$ cat src/rtl/coh_pkg.sv
package coh_pkg;

  // Line geometry
  localparam int ADDR_BITS = 32;
  localparam int LINE_BITS = 256;
  localparam int ID_BITS   = 4;

  typedef logic [ADDR_BITS-1:0] addr_t;
  typedef logic [LINE_BITS-1:0] line_t;

  // Node number on both buses, memory included
  typedef logic [ID_BITS-1:0] cache_id_t;

  // Stable states S and E plus the transient ones a read-only cache can reach
  typedef enum logic [2:0] {
    ST_I,
    ST_ISAD,
    ST_ISD,
    ST_S,
    ST_E,
    ST_SRD,
    ST_IRD
  } line_state_t;

  // Request bus commands
  typedef enum logic [1:0] {
    NONE,
    GETS,
    GETM
  } bus_cmd_t;

  // Response bus message kinds
  typedef enum logic {
    DATA,
    EXCLUSIVE
  } resp_kind_t;

endpackage
$ cat src/rtl/snoop_if.sv
`timescale 1ns/1ps

interface snoop_if
  import coh_pkg::*;
#(
  parameter int WAYS = 4
);

  // Single-cycle pulse with the response fields alongside
  logic                    send;
  cache_id_t               dest;
  logic                    mem_flag;
  logic [$clog2(WAYS)-1:0] way;

  // Own response has been seen on the response bus
  logic                    retire;

  modport ctrl (output send, dest, mem_flag, way, retire);
  modport resp (input send, dest, mem_flag, way, retire);

endinterface

$ cat src/rtl/line_state_if.sv
`timescale 1ns/1ps

interface line_state_if
  import coh_pkg::*;
#(
  parameter int WAYS = 4,
  parameter int SETS = 16
);

  logic [$clog2(SETS)-1:0] rd_index;
  line_state_t [WAYS-1:0]  rd_states;

  // One write per cycle, visible after the next edge
  logic                    wr_en;
  logic [$clog2(WAYS)-1:0] wr_way;
  logic [$clog2(SETS)-1:0] wr_index;
  line_state_t             wr_state;

  modport ctrl (output rd_index, input rd_states, output wr_en, wr_way, wr_index, wr_state);
  modport array (input rd_index, output rd_states, input wr_en, wr_way, wr_index, wr_state);

endinterface

$ cat src/rtl/icache_coherence.sv
`timescale 1ns/1ps

module icache_coherence
  import coh_pkg::*;
#(
  parameter int WAYS     = 4,
  parameter int SETS     = 16,
  parameter int CACHE_ID = 0,
  parameter int MEM_ID   = 15
) (
  input  logic                    clk,
  input  logic                    rst,
  // Processor side
  input  addr_t                   dfp_addr,
  input  logic                    dfp_read,
  input  logic                    cache_read_request,
  output line_t                   dfp_rdata,
  output logic                    dfp_resp,
  // Tag store and data array
  input  logic [WAYS-1:0]         cache_hit_vector,
  input  logic [WAYS-1:0]         bus_hit_vector,
  input  logic [WAYS-1:0]         evict_candidate,
  input  line_t                   bus_rdata,
  // Request bus
  input  logic                    req_msg_valid,
  input  cache_id_t               req_msg_src,
  input  addr_t                   req_msg_addr,
  input  bus_cmd_t                req_msg_cmd,
  output logic                    req_bus_req,
  output cache_id_t               req_tx_src,
  output addr_t                   req_tx_addr,
  output bus_cmd_t                req_tx_cmd,
  output logic                    req_bus_busy,
  // Response bus
  input  logic                    resp_msg_valid,
  input  cache_id_t               resp_msg_src,
  input  cache_id_t               resp_msg_dst,
  input  logic [$clog2(WAYS)-1:0] resp_msg_way,
  input  resp_kind_t              resp_msg_kind,
  input  line_t                   resp_msg_data,
  output logic                    resp_bus_req,
  output cache_id_t               resp_tx_dst,
  output logic [$clog2(WAYS)-1:0] resp_tx_way,
  output logic                    resp_tx_mem,
  output addr_t                   resp_tx_addr,
  output line_t                   resp_tx_data,
  output resp_kind_t              resp_tx_kind,
  // Inclusion with the outer cache
  input  logic                    invalidate_req,
  output logic                    invalidate_resp
);

  logic issue_gets;
  logic own_gets_seen;

  line_state_if #(.WAYS(WAYS), .SETS(SETS)) lsif ();
  snoop_if #(.WAYS(WAYS)) snp ();

  coherence_ctrl #(
    .WAYS    (WAYS),
    .SETS    (SETS),
    .CACHE_ID(CACHE_ID),
    .MEM_ID  (MEM_ID)
  ) ctrl_i (
    .clk               (clk),
    .rst               (rst),
    .dfp_addr          (dfp_addr),
    .dfp_read          (dfp_read),
    .cache_read_request(cache_read_request),
    .cache_hit_vector  (cache_hit_vector),
    .bus_hit_vector    (bus_hit_vector),
    .evict_candidate   (evict_candidate),
    .req_msg_valid     (req_msg_valid),
    .req_msg_src       (req_msg_src),
    .req_msg_addr      (req_msg_addr),
    .req_msg_cmd       (req_msg_cmd),
    .resp_msg_valid    (resp_msg_valid),
    .resp_msg_src      (resp_msg_src),
    .resp_msg_dst      (resp_msg_dst),
    .resp_msg_way      (resp_msg_way),
    .resp_msg_kind     (resp_msg_kind),
    .resp_msg_data     (resp_msg_data),
    .invalidate_req    (invalidate_req),
    .dfp_rdata         (dfp_rdata),
    .dfp_resp          (dfp_resp),
    .req_bus_busy      (req_bus_busy),
    .invalidate_resp   (invalidate_resp),
    .issue_gets        (issue_gets),
    .own_gets_seen     (own_gets_seen),
    .lsif              (lsif.ctrl),
    .snp               (snp.ctrl)
  );

  line_state_array #(.WAYS(WAYS), .SETS(SETS)) array_i (
    .clk (clk),
    .rst (rst),
    .lsif(lsif.array)
  );

  bus_req_issuer #(.CACHE_ID(CACHE_ID)) issuer_i (
    .clk          (clk),
    .rst          (rst),
    .issue_gets   (issue_gets),
    .own_gets_seen(own_gets_seen),
    .dfp_addr     (dfp_addr),
    .req_bus_req  (req_bus_req),
    .req_tx_src   (req_tx_src),
    .req_tx_addr  (req_tx_addr),
    .req_tx_cmd   (req_tx_cmd)
  );

  snoop_responder #(.WAYS(WAYS)) responder_i (
    .clk         (clk),
    .rst         (rst),
    .snp         (snp.resp),
    .req_msg_addr(req_msg_addr),
    .bus_rdata   (bus_rdata),
    .resp_bus_req(resp_bus_req),
    .resp_tx_dst (resp_tx_dst),
    .resp_tx_way (resp_tx_way),
    .resp_tx_mem (resp_tx_mem),
    .resp_tx_addr(resp_tx_addr),
    .resp_tx_data(resp_tx_data),
    .resp_tx_kind(resp_tx_kind)
  );

endmodule

$ cat src/rtl/coherence_ctrl.sv
`timescale 1ns/1ps

module coherence_ctrl
  import coh_pkg::*;
#(
  parameter int WAYS     = 4,
  parameter int SETS     = 16,
  parameter int CACHE_ID = 0,
  parameter int MEM_ID   = 15
) (
  input  logic                    clk,
  input  logic                    rst,
  input  addr_t                   dfp_addr,
  input  logic                    dfp_read,
  input  logic                    cache_read_request,
  input  logic [WAYS-1:0]         cache_hit_vector,
  input  logic [WAYS-1:0]         bus_hit_vector,
  input  logic [WAYS-1:0]         evict_candidate,
  input  logic                    req_msg_valid,
  input  cache_id_t               req_msg_src,
  input  addr_t                   req_msg_addr,
  input  bus_cmd_t                req_msg_cmd,
  input  logic                    resp_msg_valid,
  input  cache_id_t               resp_msg_src,
  input  cache_id_t               resp_msg_dst,
  input  logic [$clog2(WAYS)-1:0] resp_msg_way,
  input  resp_kind_t              resp_msg_kind,
  input  line_t                   resp_msg_data,
  input  logic                    invalidate_req,
  output line_t                   dfp_rdata,
  output logic                    dfp_resp,
  output logic                    req_bus_busy,
  output logic                    invalidate_resp,
  output logic                    issue_gets,
  output logic                    own_gets_seen,
  line_state_if.ctrl              lsif,
  snoop_if.ctrl                   snp
);

  localparam int        WAY_BITS = $clog2(WAYS);
  localparam int        IDX_BITS = $clog2(SETS);
  localparam cache_id_t MY_ID    = cache_id_t'(CACHE_ID);
  localparam cache_id_t MEM_NODE = cache_id_t'(MEM_ID);

  logic                req_ev, resp_ev, inv_ev, cpu_ev;
  logic                own_resp;
  logic [IDX_BITS-1:0] cur_index;
  logic [WAY_BITS-1:0] hit_way, bus_way, evict_way;
  line_state_t         hit_st, bus_st, evict_st, miss_st, snp_st;
  logic                fill, hit_resp, inv_hit, busy_set, busy_clr;

  // Outstanding miss and snoop bookkeeping
  logic                miss_active;
  logic [IDX_BITS-1:0] miss_index, snp_index;
  logic [WAY_BITS-1:0] miss_way, snp_way;

  // Lowest set bit of a way vector
  function automatic logic [WAY_BITS-1:0] first_way(input logic [WAYS-1:0] vec);
    logic [WAY_BITS-1:0] idx;
    idx = '0;
    for (int w = WAYS - 1; w >= 0; w--) begin
      if (vec[w]) begin
        idx = WAY_BITS'(w);
      end
    end
    return idx;
  endfunction

  // One event per cycle: request bus, response bus, back invalidation, processor
  assign req_ev   = req_msg_valid;
  assign resp_ev  = !req_msg_valid && resp_msg_valid;
  assign inv_ev   = !req_msg_valid && !resp_msg_valid && invalidate_req;
  assign cpu_ev   = !req_msg_valid && !resp_msg_valid && !invalidate_req && cache_read_request;
  assign own_resp = (resp_msg_src == MY_ID);

  always_comb begin
    cur_index = dfp_addr[IDX_BITS-1:0];
    if (req_ev) begin
      cur_index = req_msg_addr[IDX_BITS-1:0];
    end else if (resp_ev) begin
      cur_index = own_resp ? snp_index : miss_index;
    end
  end

  assign lsif.rd_index = cur_index;
  assign lsif.wr_index = cur_index;

  assign hit_way   = first_way(cache_hit_vector);
  assign bus_way   = first_way(bus_hit_vector);
  assign evict_way = first_way(evict_candidate);
  assign hit_st    = lsif.rd_states[hit_way];
  assign bus_st    = lsif.rd_states[bus_way];
  assign evict_st  = lsif.rd_states[evict_way];
  assign miss_st   = lsif.rd_states[miss_way];
  assign snp_st    = lsif.rd_states[snp_way];

  // Snoop response fields follow the request on the bus
  assign snp.dest     = req_msg_src;
  assign snp.mem_flag = (req_msg_cmd == GETS);
  assign snp.way      = bus_way;

  always_comb begin
    lsif.wr_en    = 1'b0;
    lsif.wr_way   = '0;
    lsif.wr_state = ST_I;
    issue_gets    = 1'b0;
    own_gets_seen = 1'b0;
    snp.send      = 1'b0;
    snp.retire    = 1'b0;
    fill          = 1'b0;
    hit_resp      = 1'b0;
    inv_hit       = 1'b0;
    busy_set      = 1'b0;
    busy_clr      = 1'b0;

    if (req_ev) begin
      if (req_msg_src == MY_ID) begin
        if (req_msg_cmd == GETS && miss_st == ST_ISAD) begin
          own_gets_seen = 1'b1;
          busy_set      = 1'b1;
          lsif.wr_en    = 1'b1;
          lsif.wr_way   = miss_way;
          lsif.wr_state = ST_ISD;
        end
      end else if (req_msg_src != MEM_NODE && |bus_hit_vector) begin
        // Memory never issues requests
        case (bus_st)
          ST_E: begin
            if (req_msg_cmd == GETS || req_msg_cmd == GETM) begin
              snp.send      = 1'b1;
              busy_set      = 1'b1;
              lsif.wr_en    = 1'b1;
              lsif.wr_way   = bus_way;
              lsif.wr_state = (req_msg_cmd == GETS) ? ST_SRD : ST_IRD;
            end
          end
          ST_S: begin
            if (req_msg_cmd == GETM) begin
              lsif.wr_en    = 1'b1;
              lsif.wr_way   = bus_way;
              lsif.wr_state = ST_I;
            end
          end
          default: begin
          end
        endcase
      end
    end else if (resp_ev) begin
      if (own_resp) begin
        if (resp_msg_way == snp_way && (snp_st == ST_SRD || snp_st == ST_IRD)) begin
          snp.retire    = 1'b1;
          busy_clr      = 1'b1;
          lsif.wr_en    = 1'b1;
          lsif.wr_way   = snp_way;
          lsif.wr_state = (snp_st == ST_SRD) ? ST_S : ST_I;
        end
      end else if (resp_msg_dst == MY_ID && miss_active && miss_st == ST_ISD) begin
        fill          = 1'b1;
        busy_clr      = 1'b1;
        lsif.wr_en    = 1'b1;
        lsif.wr_way   = miss_way;
        lsif.wr_state = (resp_msg_kind == EXCLUSIVE) ? ST_E : ST_S;
      end
    end else if (inv_ev) begin
      if (|cache_hit_vector && (hit_st == ST_S || hit_st == ST_E)) begin
        inv_hit       = 1'b1;
        lsif.wr_en    = 1'b1;
        lsif.wr_way   = hit_way;
        lsif.wr_state = ST_I;
      end
    end else if (cpu_ev) begin
      if (|cache_hit_vector && (hit_st == ST_S || hit_st == ST_E)) begin
        hit_resp = 1'b1;
      end else if (dfp_read && |evict_candidate && evict_st == ST_I &&
                   !miss_active && !req_bus_busy) begin
        // One miss at a time, and none while the bus is held
        issue_gets    = 1'b1;
        lsif.wr_en    = 1'b1;
        lsif.wr_way   = evict_way;
        lsif.wr_state = ST_ISAD;
      end
    end
  end

  always_ff @(posedge clk) begin
    if (rst) begin
      dfp_resp        <= 1'b0;
      dfp_rdata       <= '0;
      invalidate_resp <= 1'b0;
      req_bus_busy    <= 1'b0;
      miss_active     <= 1'b0;
    end else begin
      dfp_resp        <= fill | hit_resp;
      invalidate_resp <= inv_hit;
      if (fill) begin
        dfp_rdata <= resp_msg_data;
      end
      if (busy_set) begin
        req_bus_busy <= 1'b1;
      end else if (busy_clr) begin
        req_bus_busy <= 1'b0;
      end
      if (issue_gets) begin
        miss_active <= 1'b1;
      end else if (fill) begin
        miss_active <= 1'b0;
      end
    end
  end

  // Where the pending miss and snoop live in the state array
  always_ff @(posedge clk) begin
    if (issue_gets) begin
      miss_index <= dfp_addr[IDX_BITS-1:0];
      miss_way   <= evict_way;
    end
    if (snp.send) begin
      snp_index <= req_msg_addr[IDX_BITS-1:0];
      snp_way   <= bus_way;
    end
  end

endmodule

$ cat src/rtl/snoop_responder.sv
`timescale 1ns/1ps

module snoop_responder
  import coh_pkg::*;
#(
  parameter int WAYS = 4
) (
  input  logic                    clk,
  input  logic                    rst,
  snoop_if.resp                   snp,
  input  addr_t                   req_msg_addr,
  input  line_t                   bus_rdata,
  output logic                    resp_bus_req,
  output cache_id_t               resp_tx_dst,
  output logic [$clog2(WAYS)-1:0] resp_tx_way,
  output logic                    resp_tx_mem,
  output addr_t                   resp_tx_addr,
  output line_t                   resp_tx_data,
  output resp_kind_t              resp_tx_kind
);

  // Data response for a snooped E line, held until it appears on the bus
  always_ff @(posedge clk) begin
    if (rst) begin
      resp_bus_req <= 1'b0;
      resp_tx_dst  <= '0;
      resp_tx_way  <= '0;
      resp_tx_mem  <= 1'b0;
      resp_tx_addr <= '0;
      resp_tx_data <= '0;
      resp_tx_kind <= DATA;
    end else if (snp.send) begin
      resp_bus_req <= 1'b1;
      resp_tx_dst  <= snp.dest;
      resp_tx_way  <= snp.way;
      resp_tx_mem  <= snp.mem_flag;
      resp_tx_addr <= req_msg_addr;
      resp_tx_data <= bus_rdata;
      resp_tx_kind <= DATA;
    end else if (snp.retire) begin
      resp_bus_req <= 1'b0;
      resp_tx_dst  <= '0;
      resp_tx_way  <= '0;
      resp_tx_mem  <= 1'b0;
      resp_tx_addr <= '0;
      resp_tx_data <= '0;
      resp_tx_kind <= DATA;
    end
  end

endmodule

$ cat src/rtl/bus_req_issuer.sv
`timescale 1ns/1ps

module bus_req_issuer
  import coh_pkg::*;
#(
  parameter int CACHE_ID = 0
) (
  input  logic      clk,
  input  logic      rst,
  input  logic      issue_gets,
  input  logic      own_gets_seen,
  input  addr_t     dfp_addr,
  output logic      req_bus_req,
  output cache_id_t req_tx_src,
  output addr_t     req_tx_addr,
  output bus_cmd_t  req_tx_cmd
);

  // GetS stays on the outputs until the bus shows it back to us
  always_ff @(posedge clk) begin
    if (rst) begin
      req_bus_req <= 1'b0;
      req_tx_src  <= '0;
      req_tx_addr <= '0;
      req_tx_cmd  <= NONE;
    end else if (issue_gets) begin
      req_bus_req <= 1'b1;
      req_tx_src  <= cache_id_t'(CACHE_ID);
      req_tx_addr <= dfp_addr;
      req_tx_cmd  <= GETS;
    end else if (own_gets_seen) begin
      req_bus_req <= 1'b0;
      req_tx_src  <= '0;
      req_tx_addr <= '0;
      req_tx_cmd  <= NONE;
    end
  end

endmodule

$ cat src/rtl/line_state_array.sv
`timescale 1ns/1ps

module line_state_array
  import coh_pkg::*;
#(
  parameter int WAYS = 4,
  parameter int SETS = 16
) (
  input  logic        clk,
  input  logic        rst,
  line_state_if.array lsif
);

  line_state_t states [WAYS][SETS];

  // All ways at the requested set
  always_comb begin
    for (int w = 0; w < WAYS; w++) begin
      lsif.rd_states[w] = states[w][lsif.rd_index];
    end
  end

  always_ff @(posedge clk) begin
    if (rst) begin
      for (int w = 0; w < WAYS; w++) begin
        for (int s = 0; s < SETS; s++) begin
          states[w][s] <= ST_I;
        end
      end
    end else if (lsif.wr_en) begin
      states[lsif.wr_way][lsif.wr_index] <= lsif.wr_state;
    end
  end

endmodule

$ cat config.mk
export PLATFORM = sky130hd
export DESIGN_NAME = icache_coherence
export DESIGN_NICKNAME = d
export VERILOG_FILES = /design/src/rtl/coh_pkg.sv /design/src/rtl/snoop_if.sv /design/src/rtl/line_state_if.sv /design/src/rtl/icache_coherence.sv /design/src/rtl/coherence_ctrl.sv /design/src/rtl/snoop_responder.sv /design/src/rtl/bus_req_issuer.sv /design/src/rtl/line_state_array.sv
export SDC_FILE = /design/constraint.sdc
export NUM_CORES = 1
export LEC_CHECK = 0
export BUFFER_PORTS_ARGS = -buffer_cell sky130_fd_sc_hd__buf_2
export CELL_PAD_IN_SITES_DETAIL_PLACEMENT = 1
export CELL_PAD_IN_SITES_GLOBAL_PLACEMENT = 1
export CORE_AREA = 2 2 476 478
export DETAILED_ROUTE_END_ITERATION = 10
export DIE_AREA = 0 0 478 480
export PLACE_DENSITY_LB_ADDON = 0.05
export SLEW_MARGIN = 20
export SYNTH_ARGS = -nofsm -noshare
export SYNTH_HDL_FRONTEND = slang
export SYNTH_SLANG_ARGS = --single-unit
$ cat constraint.sdc
create_clock -name clk -period 6.5 [get_ports clk]
set_input_delay 1.95 -clock clk [delete_from_list [all_inputs] [get_ports clk]]
set_output_delay 1.95 -clock clk [all_outputs]
set_load 0.005 [all_outputs]
* Word level (Yosys, flattened, before mapping)
Memories as Yosys holds them, arrays and structs flattened.
Cells that the tools add are included.
Widths: inputs -> output; s select.
** Cells by class
- Equal/unequal tests :: 12
- Bitwise gates (word level) :: 3
- Reductions and logical operators :: 37
- Magnitude comparators :: 7
- Muxes and demuxes :: 140
** Operators by type and width (number)
- $mux 256 :: 2
- $mux 48 :: 3
- $mux 32 :: 4
- $mux 3 :: 27
- $mux 2 :: 33
- $mux 1 :: 54
- $bmux 3 s4 :: 4
- $reduce_or 48->1 :: 1
- $bmux 3 s2 :: 5
- $mux 4 :: 5
- $logic_and 1x1->1 :: 16
- $reduce_or 4->1 :: 4
- $lt 2x3->1 const B :: 5
- $demux 3 s4 :: 1
- $eq 3x3->1 const B :: 4
- $logic_not 4->1 :: 3
- $eq 3x2->1 const B :: 3
- $reduce_bool 2->1 :: 4
- $ge 5x5->1 const B :: 1
- $logic_not 1->1 :: 5
- $lt 5x1->1 const B :: 1
- $not 4->5 :: 1
- $ne 4x4->1 const B :: 1
- $pmux 2 s2 :: 1
- other kinds (9) :: 11
** Word-level totals
- Memories :: 1
- Bits in registers :: 602
- Memory bits (writable) :: 192
- Output and inout port bits :: 595
** Memories
- array_i.states :: depth 4, bits a word 48, rd ports 4, clocked after memory_dff 0, write ports 4, line line_state_array.sv:14 : line_state_t states [WAYS][SETS];

* Logic depth before layout (Yosys ltp)
Gate-level depths: netlist of run 1.
- Depth in word-level cells :: 25
- Mapped depth :: 19

* By module
A second synthesis of run 1 with hierarchy kept.
** Second synthesis, totals
- Cell total of the unflattened synthesis :: 3404
- Area, all modules :: 34246.6 µm²
** By module, submodules not included
- snoop_responder :: times used 1, seq. area each 5925.7 µm², area an instance 13477.9 µm², cells an instance 1319
- coherence_ctrl :: times used 1, seq. area each 5565.3 µm², area an instance 10436.3 µm², cells an instance 1294
- line_state_array :: times used 1, seq. area each 5765.5 µm², area an instance 8760.9 µm², cells an instance 636
- bus_req_issuer :: times used 1, seq. area each 660.6 µm², area an instance 1571.5 µm², cells an instance 155

* Least setup slack after synthesis of run 1
OpenSTA, ideal clock, no wires.
- Kind :: input port to flip-flop
- From :: input resp_msg_src[1]
- To :: memory array_i.states[2][3] (netlist bit), enable pin
- Library setup time :: 0.355 ns
- Path buffers :: 2
- Slack :: 0.182 ns
- Arrival time :: 5.962 ns
- Stages :: 15
- Path through :: nor4_4 mux2_2 nor2_1 clkbuf_1 a211oi_1 o32ai_1 nor2_1 mux4_2 nor4b_2 a41o_1 o221a_2 nand2_2 or3_1 buf_2 o31ai_1
** RTL lines
- start: declaration :: line icache_coherence.sv:36 : input cache_id_t resp_msg_src,
- end: declaration :: line line_state_array.sv:14

==> results of run 1 <==
==> layout by cell type (no fill, tap or decap), drive strengths merged, types with 4 or more instances in the layout <==
cell type  count
nor3          55
dfxtp        589
clkbuf       172
o32ai         18
nand2        606
and2          10
nand2b         4
a22oi        303
a211oi        75
nand4          5
clkinv        20
a21o          33
and3         130
mux4           6
nand3         53
a21boi        15
a211o          5
conb           6
or2            6
a31oi         10
a311oi         6
o41ai         15
diode         72
nor3b          7
a2111oi        4
inv           15
nor2b          5
or3            5
edfxtp       204
nor2         426
o21ai         12
o31ai         37
and4          10
a21oi        310
nor4          20
mux2i          4
buf         1602
bufinv         4
==> worst max-delay path by stage <==
stage | startpoint | end | slack (ps) | depth (start not counted)
after floorplan | resp_msg_src[1] | array_i.states[2][3] | 180 | 15
after global placement | resp_msg_src[1] | array_i.states[2][31] | -1620 | 21
after detailed placement | resp_msg_src[1] | array_i.states[1][32] | -1710 | 21
after CTS | resp_msg_src[1] | array_i.states[3][33] | 0.4 | 22
after global routing | resp_msg_src[1] | array_i.states[0][28] | -10 | 22
final | req_msg_valid | array_i.states[0][28] | 80 | 22
==> through the flow <==
stage,cells,util [%]
2_1_floorplan,3365,-
3_3_place_gp,7636,19.5
3_5_place_dp,7636,19.5
4_1_cts,7839,21.2
5_1_grt,7872,21.3
6_report,7911,21.3
==> final cells by class <==
| cell class | instances | area, um2 |
|---|---|---|
| fill | 26100 | 176000 |
| tap | 2992 | 3740 |
| antenna | 72 | 180 |
| timing repair buffer | 1602 | 9960 |
| inverter | 14 | 60.1 |
| clock buffer | 172 | 3280 |
| multi-input combinational | 2240 | 12300 |
| clock inverter | 26 | 333 |
| sequential | 793 | 17900 |
==> layer usage <==
layer	wire (um)	global-route usage, %
met3	19200	7.19
met4	7580	6.02
met2	127000	37.5
met1	87200	21.2
met5	1140	0
==> registers in the layout (all words and copies together) (netlist names), 2 cells and up <==
signal and cells:
array_i.states 192, ctrl_i.dfp_rdata 256, ctrl_i.miss_index 4, ctrl_i.miss_way 2, ctrl_i.snp_index 4, ctrl_i.snp_way 2
issuer_i.req_tx_addr 32, responder_i.resp_tx_addr 32, responder_i.resp_tx_data 256, responder_i.resp_tx_dst 4, responder_i.resp_tx_way 2
==> critical path: stages <==
cell and delay (ps):
buf_2 130, nor3b_1 540, mux2i_4 140, buf_12 180, buf_12 150, buf_4 160
buf_4 120, a21boi_0 160, o31ai_1 110, buf_4 150, o32ai_1 250, nor2_1 200
mux4_2 550, nor4b_2 290, a41o_1 190, buf_4 140, o221a_4 290, nand2_2 90
buf_4 240, nor3_4 400, buf_4 210, a21o_1 180
==> logic make-up (layout without fill, tap and decap cells) <==
group | Yosys count | after routing
multiplexers | 13 | 13
adder cells (fa/ha/maj) | 3 | 3
buffers and inverters | 332 | 1814
AND/OR/NAND/NOR | 1346 | 1346
other | 1 | 78
AO/OA/AOI/OAI | 870 | 870
XOR/XNOR | 2 | 2
flip-flops | 793 | 793
==> timing repair <==
action,CTS,global route
pin swaps,3,3
endpoints found under the setup margin,361,317
resized for setup,13,29
setup buffers,5,0
==> where the power goes <==
group / internal (W) / total [W] / switching, W / leakage (nW)
clock network: 0.00361 / 0.00621 / 0.00259 / 1.76
registers: 0.00517 / 0.00523 / 0.0000622 / 6.84
logic: 0.000616 / 0.00150 / 0.000889 / 11.4
==> flow_summary.ini, run 1 <==
[outcome]
status = finished clean

[yosys]
synth_cell_types = 74
synth_cells = 3360
synth_mux_area_share_pct = 0.669
synth-edff-count = 204
synth_top_family_by_area = compound AO/OA/AOI/OAI gates
ys_seq_area_share_pct = 57.4
yosys_most_used_dff = dfxtp_1
async_reset_ff_share_pct = 0
yosys.area_share.simple_pct = 18.5
syn_avg_cell_area_um2 = 9.30
synth_area_um2 = 31200
yosysTopAreaCellShare_pct = 37.7
synth_most_common_cell = nand2_1
yosys_warnings = 0
synth_compound_area_share_pct = 18.9
synthAdderAreaFrac_pct = 0.120
ys_top_cells_by_area = dfxtp_1 38%, edfxtp_1 20%, a22oi_1 7.3%
synthXorXnorAreaFrac_pct = 0.0561
yosysTopAreaCell = dfxtp_1
synthTopCellsByCount = 605 x nand2_1, 589 x dfxtp_1, 424 x nor2_1
synth-seq-cells = 793

[route]
route.vias.total = 32600
viasPerCell = 4.12
antenna_left = 0
routedWlPerCell_um = 30.6
drt-pass1-iter-count = 5
routed_wl_mm = 242
drt-initial-drc-count = 1652
post-route-drc-count = 0

[min_path]
whs_path_depth = 2
hold_path.class = flop to flop
holdCritStartpoint = ctrl_i.dfp_rdata[99]
whs_endpoint = ctrl_i.dfp_rdata[99]

[global_route]
grt-ovfl-total = 0
grt_usage_pct = 20.2
grt_pass1_wl_mm = 315
first_global_vias = 32700
grt_max_degree = 157
antenna_found_initial = 262

[flow_run]
drv_cap = 0

[cts]
holdBufCountCts = 0
cts.reportedPaths.clkPinSlew_ps = 50
clock_path_buffers = 3
cts_tree = yes
htree_levels = 3
clock-sinks = 793
clk_latency_ps = 780
root_buffer = clkbuf_16
numCtsBuffers = 112

[placement]
post-place-ws_ps = -1710
placed_cell_area_um2 = 43600
hpwl_mm = 195
io_buffers = 1200
place.gp.congestion = 0.828

[timing]
slew_headroom_pct = 35.9
setup_slack_ps = 78.3
worstMarginPinSlew_ps = 961
fin_crit_sh_pct = 98.8
rsz0062_at_grt = yes
tns_ps = 0
fmax_ghz = 0.156
drv_slew = 0
fin_worst_skew_ps = 47.3
hold_ws_ps = 447
period_minus_slack_ps = 6420
hold_viol = 0
finalSetupViolations = 0

[floorplanning]
num_io_pins = 1207
core_um2 = 224000
die_y_um = 480
die_x_um = 478
rows = 174
die-area_um2 = 229000
initial_core_util_pct = 13.9

[setup_path]
reg2reg_to = array_i.states[0][28]
worstPathRequired_ps = 6950
crit_path_end_kind = flop
r2r-start = ctrl_i.miss_index[0]
worstPathArrival_ps = 6870
ff2ff_setup_slack_ps = 1080
rr_worst_depth = 21
path_max_fanout = 25
startpoint_type = input port
path_class = input port to flop

[power]
p_leak_nw = 20.0
max-vdd-ir-drop_uv = 198
total_power_w = 0.0129
p_per_area_nw_per_um2 = 271

[final_layout]
layout-drive-gt1-share_pct = 38.0
area_growth_syn_to_layout_pct = 52.9
final_area_um2 = 47800
fin_nets = 5378
No activity file was read; power rests on OpenSTA's default activity.
==> inputs of run 2 (changes only) <==
CTS_CLUSTER_SIZE = 8   (was unset)
PLACE_DENSITY_LB_ADDON = 0.25   (was 0.05)
==> run 2 against run 1 <==
- combinational power shrank 3%
- first-iteration DRC count grew 49%
- highest routed layer unchanged
- critical path type unchanged
- die area is the same
- register-to-register slack gained 350 ps
- maximum frequency grew 1.6%
- flip-flop and latch count is the same
- setup slack gained 99 ps
- clock skew grew 43 ps
==> flow_summary.ini, run 2 (synthesized netlist as in run 1, its figures left out) <==
[route]
antenna_left = 0
post-route-drc-count = 0
route.vias.total = 33300
routed_wl_mm = 254
viasPerCell = 4.21
routedWlPerCell_um = 32.2
drt-initial-drc-count = 2469
drt-pass1-iter-count = 5

[cts]
post_cts_resized = 1
clock_path_buffers = 3
clock-sinks = 793
cts_setup_buffers = 0
holdBufCountCts = 0
cts.reportedPaths.clkPinSlew_ps = 50
numCtsBuffers = 114
cts_tree = yes
htree_levels = 3
clk_latency_ps = 790
root_buffer = clkbuf_16

[timing]
fin_crit_sh_pct = 97.3
fin_worst_skew_ps = 90.2
fmax_ghz = 0.158
setup_slack_ps = 178
hold_viol = 0
worstMarginPinSlew_ps = 1310
rsz0062_at_grt = no
finalSetupViolations = 0
slew_headroom_pct = 12.4
drv_slew = 0
period_minus_slack_ps = 6320

[setup_path]
startpoint_type = input port
critPathTopFamily = buffers and inverters
critical_path.most_common_cell = buf_4
crit_chain = buf_2, nor4_4, buf_12, mux2i_1, buf_4, and3_1, a211oi_1, o32ai_1, a211oi_1, buf_4, mux4_2, xnor2_1, nor2_1, buf_4, a2bb2oi_1, buf_4, o211ai_2, buf_12, buf_4, o41ai_2, buf_4
slowest_delay_ps = 530
worst-path-buf-inv = 9
path_max_fanout = 22
crit_path_end_kind = flop
worstPathArrival_ps = 6780
path_class = input port to flop
worstPathRequired_ps = 6960
cpMaxStageDelayCell = o32ai_1

[floorplanning]
initial_core_util_pct = 13.9
die_y_um = 480
num_io_pins = 1207
rows = 174
die-area_um2 = 229000
core_um2 = 224000
die_x_um = 478

[power]
max-vdd-ir-drop_uv = 187
total_power_w = 0.0125
p_per_area_nw_per_um2 = 264
p_leak_nw = 19.7

[placement]
hpwl_mm = 212
io_buffers = 1200
place.gp.congestion = 0.916
dp_cells = 7646
post-place-ws_ps = -865
placed_cell_area_um2 = 43700

[final_layout]
fin_util_pct = 21.1
reg_top3 = ctrl_i.dfp_rdata: 256 flops, responder_i.resp_tx_data: 256 flops, array_i.states: 192 flops
final_area_um2 = 47200
final_cells = 7909
fin_nets = 5385
area_growth_syn_to_layout_pct = 51.1
multi_input_area_um2 = 12100
final_common_cell = buf_2
mostFrequentLayoutCells = 1199 x buf_2, 602 x nand2_1, 589 x dfxtp_1
layout-drive-gt1-share_pct = 37.1
seq_area_um2 = 17900
fillCellCount = 26300

[global_route]
grt_usage_pct = 21.3
grt_pass1_wl_mm = 327
antenna_found_initial = 226
grt_max_degree = 198
first_global_vias = 32900
grt-ovfl-total = 0

[outcome]
status = finished clean

[min_path]
hold_path.class = flop to flop

[flow_run]
drv_cap = 0
-- run 2: cell types whose count changed in the layout (fill, tap and decap cells not counted), moves of 4 or more --
cell       change
clkbuf_8      -15
nor4_1         +4
clkinv_2       -9
nor4_2         -4
nor3_1         +5
buf_12         -6
diode_2       +20
bufinv_16      -4
o32ai_2        -9
buf_4         +14
clkbuf_1       +4
clkinv_1       -4
o32ai_1        +9
-- run 2: final timing paths --
path / depth (start not counted) / startpoint / endpoint / slack (ps)
min: 2 / ctrl_i.dfp_rdata[11] / ctrl_i.dfp_rdata[11] / 450
max reg2reg: 20 / ctrl_i.snp_index[0] / array_i.states[0][36] / 1430
min reg2reg: 2 / ctrl_i.dfp_rdata[11] / ctrl_i.dfp_rdata[11] / 450
max: 21 / resp_msg_src[1] / array_i.states[0][36] / 180
-- run 2: area by class of cell --
class,instances,area share (%)
flip-flops and latches,793,38.0
clock buffers,160,6.50
diodes,92,0.488
clock inverters,11,0.448
multi-input cells,2240,25.5
well taps,2992,7.93
inverters,14,0.127
repair buffers,1607,21.0
-- run 2: report_power, final --
group	switching (W)	internal, W	leakage (nW)	total, W
clock network	0.00253	0.00324	1.57	0.00577
registers	0.0000853	0.00517	6.84	0.00525
logic	0.000868	0.000584	11.3	0.00145
-- run 2: routing by layer --
layer	vias up	track usage, %	routed length (um)
li1	14800	-	-
met1	16600	25.7	104000
met2	1252	34.5	119000
met3	467	8.07	23000
met4	166	7.00	7950
met5	-	0	1060
-- run 2: through the flow --
stage,hold slack (ps),TNS [ps]
after floorplan,445,0
after global placement,436,-386250
after detailed placement,440,-353650
after CTS,447,0
after global routing,459,0
final,447,0
-- run 2: tightest hold or removal path: cells and delay by family (launching register included) --
family / cells / cell delay, ps
AOI/OAI and AO/OA: 1 / 50
and+or+nand+nor: 1 / 50
DFF: 1 / 300
==> inputs of run 3 (changes only) <==
CORE_AREA = 2 2 471 473   (was 2 2 476 478)
DIE_AREA = 0 0 473 475   (was 0 0 478 480)
clock period = 7.85 ns   (was 6.5 ns; I/O delays follow)
==> run 3 against run 2 <==
- final cell count down 2.4%
- final area is 1.5% lower
- sequential power fell by 17%
- count of clock-buffer cells in the layout down 8
- global-route usage shrank 1.8 points
- die area is 2.1% lower
- sequential share of layout area increased by 0.58 points
- combinational power is 23% lower
- largest cell class unchanged
- largest power group unchanged
==> flow_summary.ini, run 3 (synthesized netlist as in run 1, its figures left out) <==
[cts]
clock-sinks = 793
cts_setup_buffers = 0
cts.reportedPaths.clkPinSlew_ps = 60
clock_path_buffers = 3
root_buffer = clkbuf_16
post_cts_resized = 0
numCtsBuffers = 115
clk_latency_ps = 770
cts_tree = yes
holdBufCountCts = 0
htree_levels = 3

[power]
p_leak_nw = 19.4
pwr-share-comb_pct = 10.8
intPower_w = 0.00756
switching_share_pct = 26.8
p_per_area_nw_per_um2 = 222
p_clk_share_pct = 47.2
pwr-share-seq_pct = 42.0
max-vdd-ir-drop_uv = 159
p_switching_w = 0.00277

[global_route]
grt_pass1_wl_mm = 299
antenna_found_initial = 202
first_global_vias = 32700
grt_usage_pct = 19.5
grt_max_degree = 105
grt-ovfl-total = 0

[setup_path]
worst-path-buf-inv = 8
cpMaxStageDelayCell = nor4_1
critPathTopFamily = compound AO/OA/AOI/OAI gates
path_class = input port to flop
worstPathRequired_ps = 8330
critical_path.most_common_cell = buf_4
worstPathArrival_ps = 7500
path_max_fanout = 22
crit_path_end_kind = flop
startpoint_type = input port
crit_chain = buf_2, nor4_4, buf_4, mux2_2, nor2_1, buf_12, a211oi_1, buf_4, o32ai_1, buf_4, nor3_1, nor4_1, buf_4, nand2_1, o221a_2, o21ai_1, o211ai_2, buf_12, o41ai_1, buf_4
slowest_delay_ps = 520

[flow_run]
drv_cap = 0

[timing]
fin_worst_skew_ps = 43.6
fmax_ghz = 0.142
period_minus_slack_ps = 7020
hold_viol = 0
fin_crit_sh_pct = 89.5
tns_ps = 0
worstMarginPinSlew_ps = 1040
hold_ws_ps = 445
finalSetupViolations = 0
setup_slack_ps = 827
slew_headroom_pct = 30.3
rsz0062_at_grt = no
drv_slew = 0

[route]
route.vias.total = 32900
post-route-drc-count = 0
routed_wl_mm = 229
viasPerCell = 4.26
antenna_left = 0
routedWlPerCell_um = 29.6
drt-pass1-iter-count = 5
drt-initial-drc-count = 2284

[final_layout]
multi_input_area_um2 = 12000
reg_top3 = ctrl_i.dfp_rdata: 256 flops, responder_i.resp_tx_data: 256 flops, array_i.states: 192 flops
seq_area_um2 = 17900
final_common_cell = buf_2
area_growth_syn_to_layout_pct = 48.8
fin_util_pct = 21.2
fillCellCount = 25800
mostFrequentLayoutCells = 1199 x buf_2, 603 x nand2_1, 589 x dfxtp_1
final_area_um2 = 46500
layout-drive-gt1-share_pct = 36.3
fin_nets = 5317

[placement]
place.gp.congestion = 0.894
post-place-ws_ps = 52.2
placed_cell_area_um2 = 42900
io_buffers = 1200
hpwl_mm = 188

[outcome]
status = finished clean

[floorplanning]
die_x_um = 473
die-area_um2 = 225000
num_io_pins = 1207
initial_core_util_pct = 14.3
core_um2 = 219000
rows = 172
die_y_um = 475

[min_path]
hold_path.class = flop to flop
==> run 3: changes by cell type in the layout (fill, tap and decap cells not counted), moves of 10 or more <==
cell,delta
buf_4,-59
diode_2,+11
clkbuf_1,-14
buf_12,-10
==> run 3: final timing paths <==
kind / from / to / slack (ps) / depth (start not counted)
worst max-delay path: resp_msg_src[0] / array_i.states[2][44] / 830 / 20
worst max register to register: ctrl_i.miss_index[3] / array_i.states[2][44] / 2510 / 16
worst min register to register: ctrl_i.dfp_rdata[156] / ctrl_i.dfp_rdata[156] / 450 / 2
worst min-delay path: ctrl_i.dfp_rdata[156] / ctrl_i.dfp_rdata[156] / 450 / 2
==> run 3: layout make-up <==
type	instances	area share [%]
clock inverters	12	0.479
repair buffers	1538	19.9
flip-flops and latches	793	38.6
multi-input cells	2240	25.9
inverters	14	0.129
well taps	2871	7.73
diodes	103	0.555
clock buffers	152	6.73
==> run 3: worst register-to-register path, cell delays in order (launching register included) <==
cell and delay (ps):
edfxtp_1 380, o41a_1 150, a211oi_1 510, o211ai_1 240, buf_12 220, o32ai_1 550, buf_4 230, nor3_1 60
nor4_1 530, buf_4 230, nand2_1 70, o221a_2 260, o21ai_1 340, o211ai_2 400, buf_12 300, o41ai_1 400
buf_4 190
==> run 3: power by group through the flow <==
stage	registers [W]	logic (W)	clock network, W
finish	0.00434	0.00112	0.00488
global route	0.00435	0.00119	0.00518
CTS	0.00434	0.00113	0.00505
detailed placement	0.00443	0.00112	0
global placement	0.00443	0.00112	0
floorplan	0.00440	0.000442	0
==> run 3: metal layers <==
layer | vias up | GRT usage [%] | share of wire, %
li1 | 14700 | - | -
met1 | 16400 | 21.7 | 38
met2 | 1189 | 34.6 | 50
met3 | 443 | 6.66 | 8.3
met4 | 142 | 6.28 | 3.3
met5 | - | 0 | 0.40
==> run 3: metrics by stage <==
stage,power [W],std cells
after global placement,0.00554,7456
after global routing,0.0107,7678
final,0.0103,7723
after detailed placement,0.00555,7456
after floorplan,0.00484,3365
after CTS,0.0105,7620
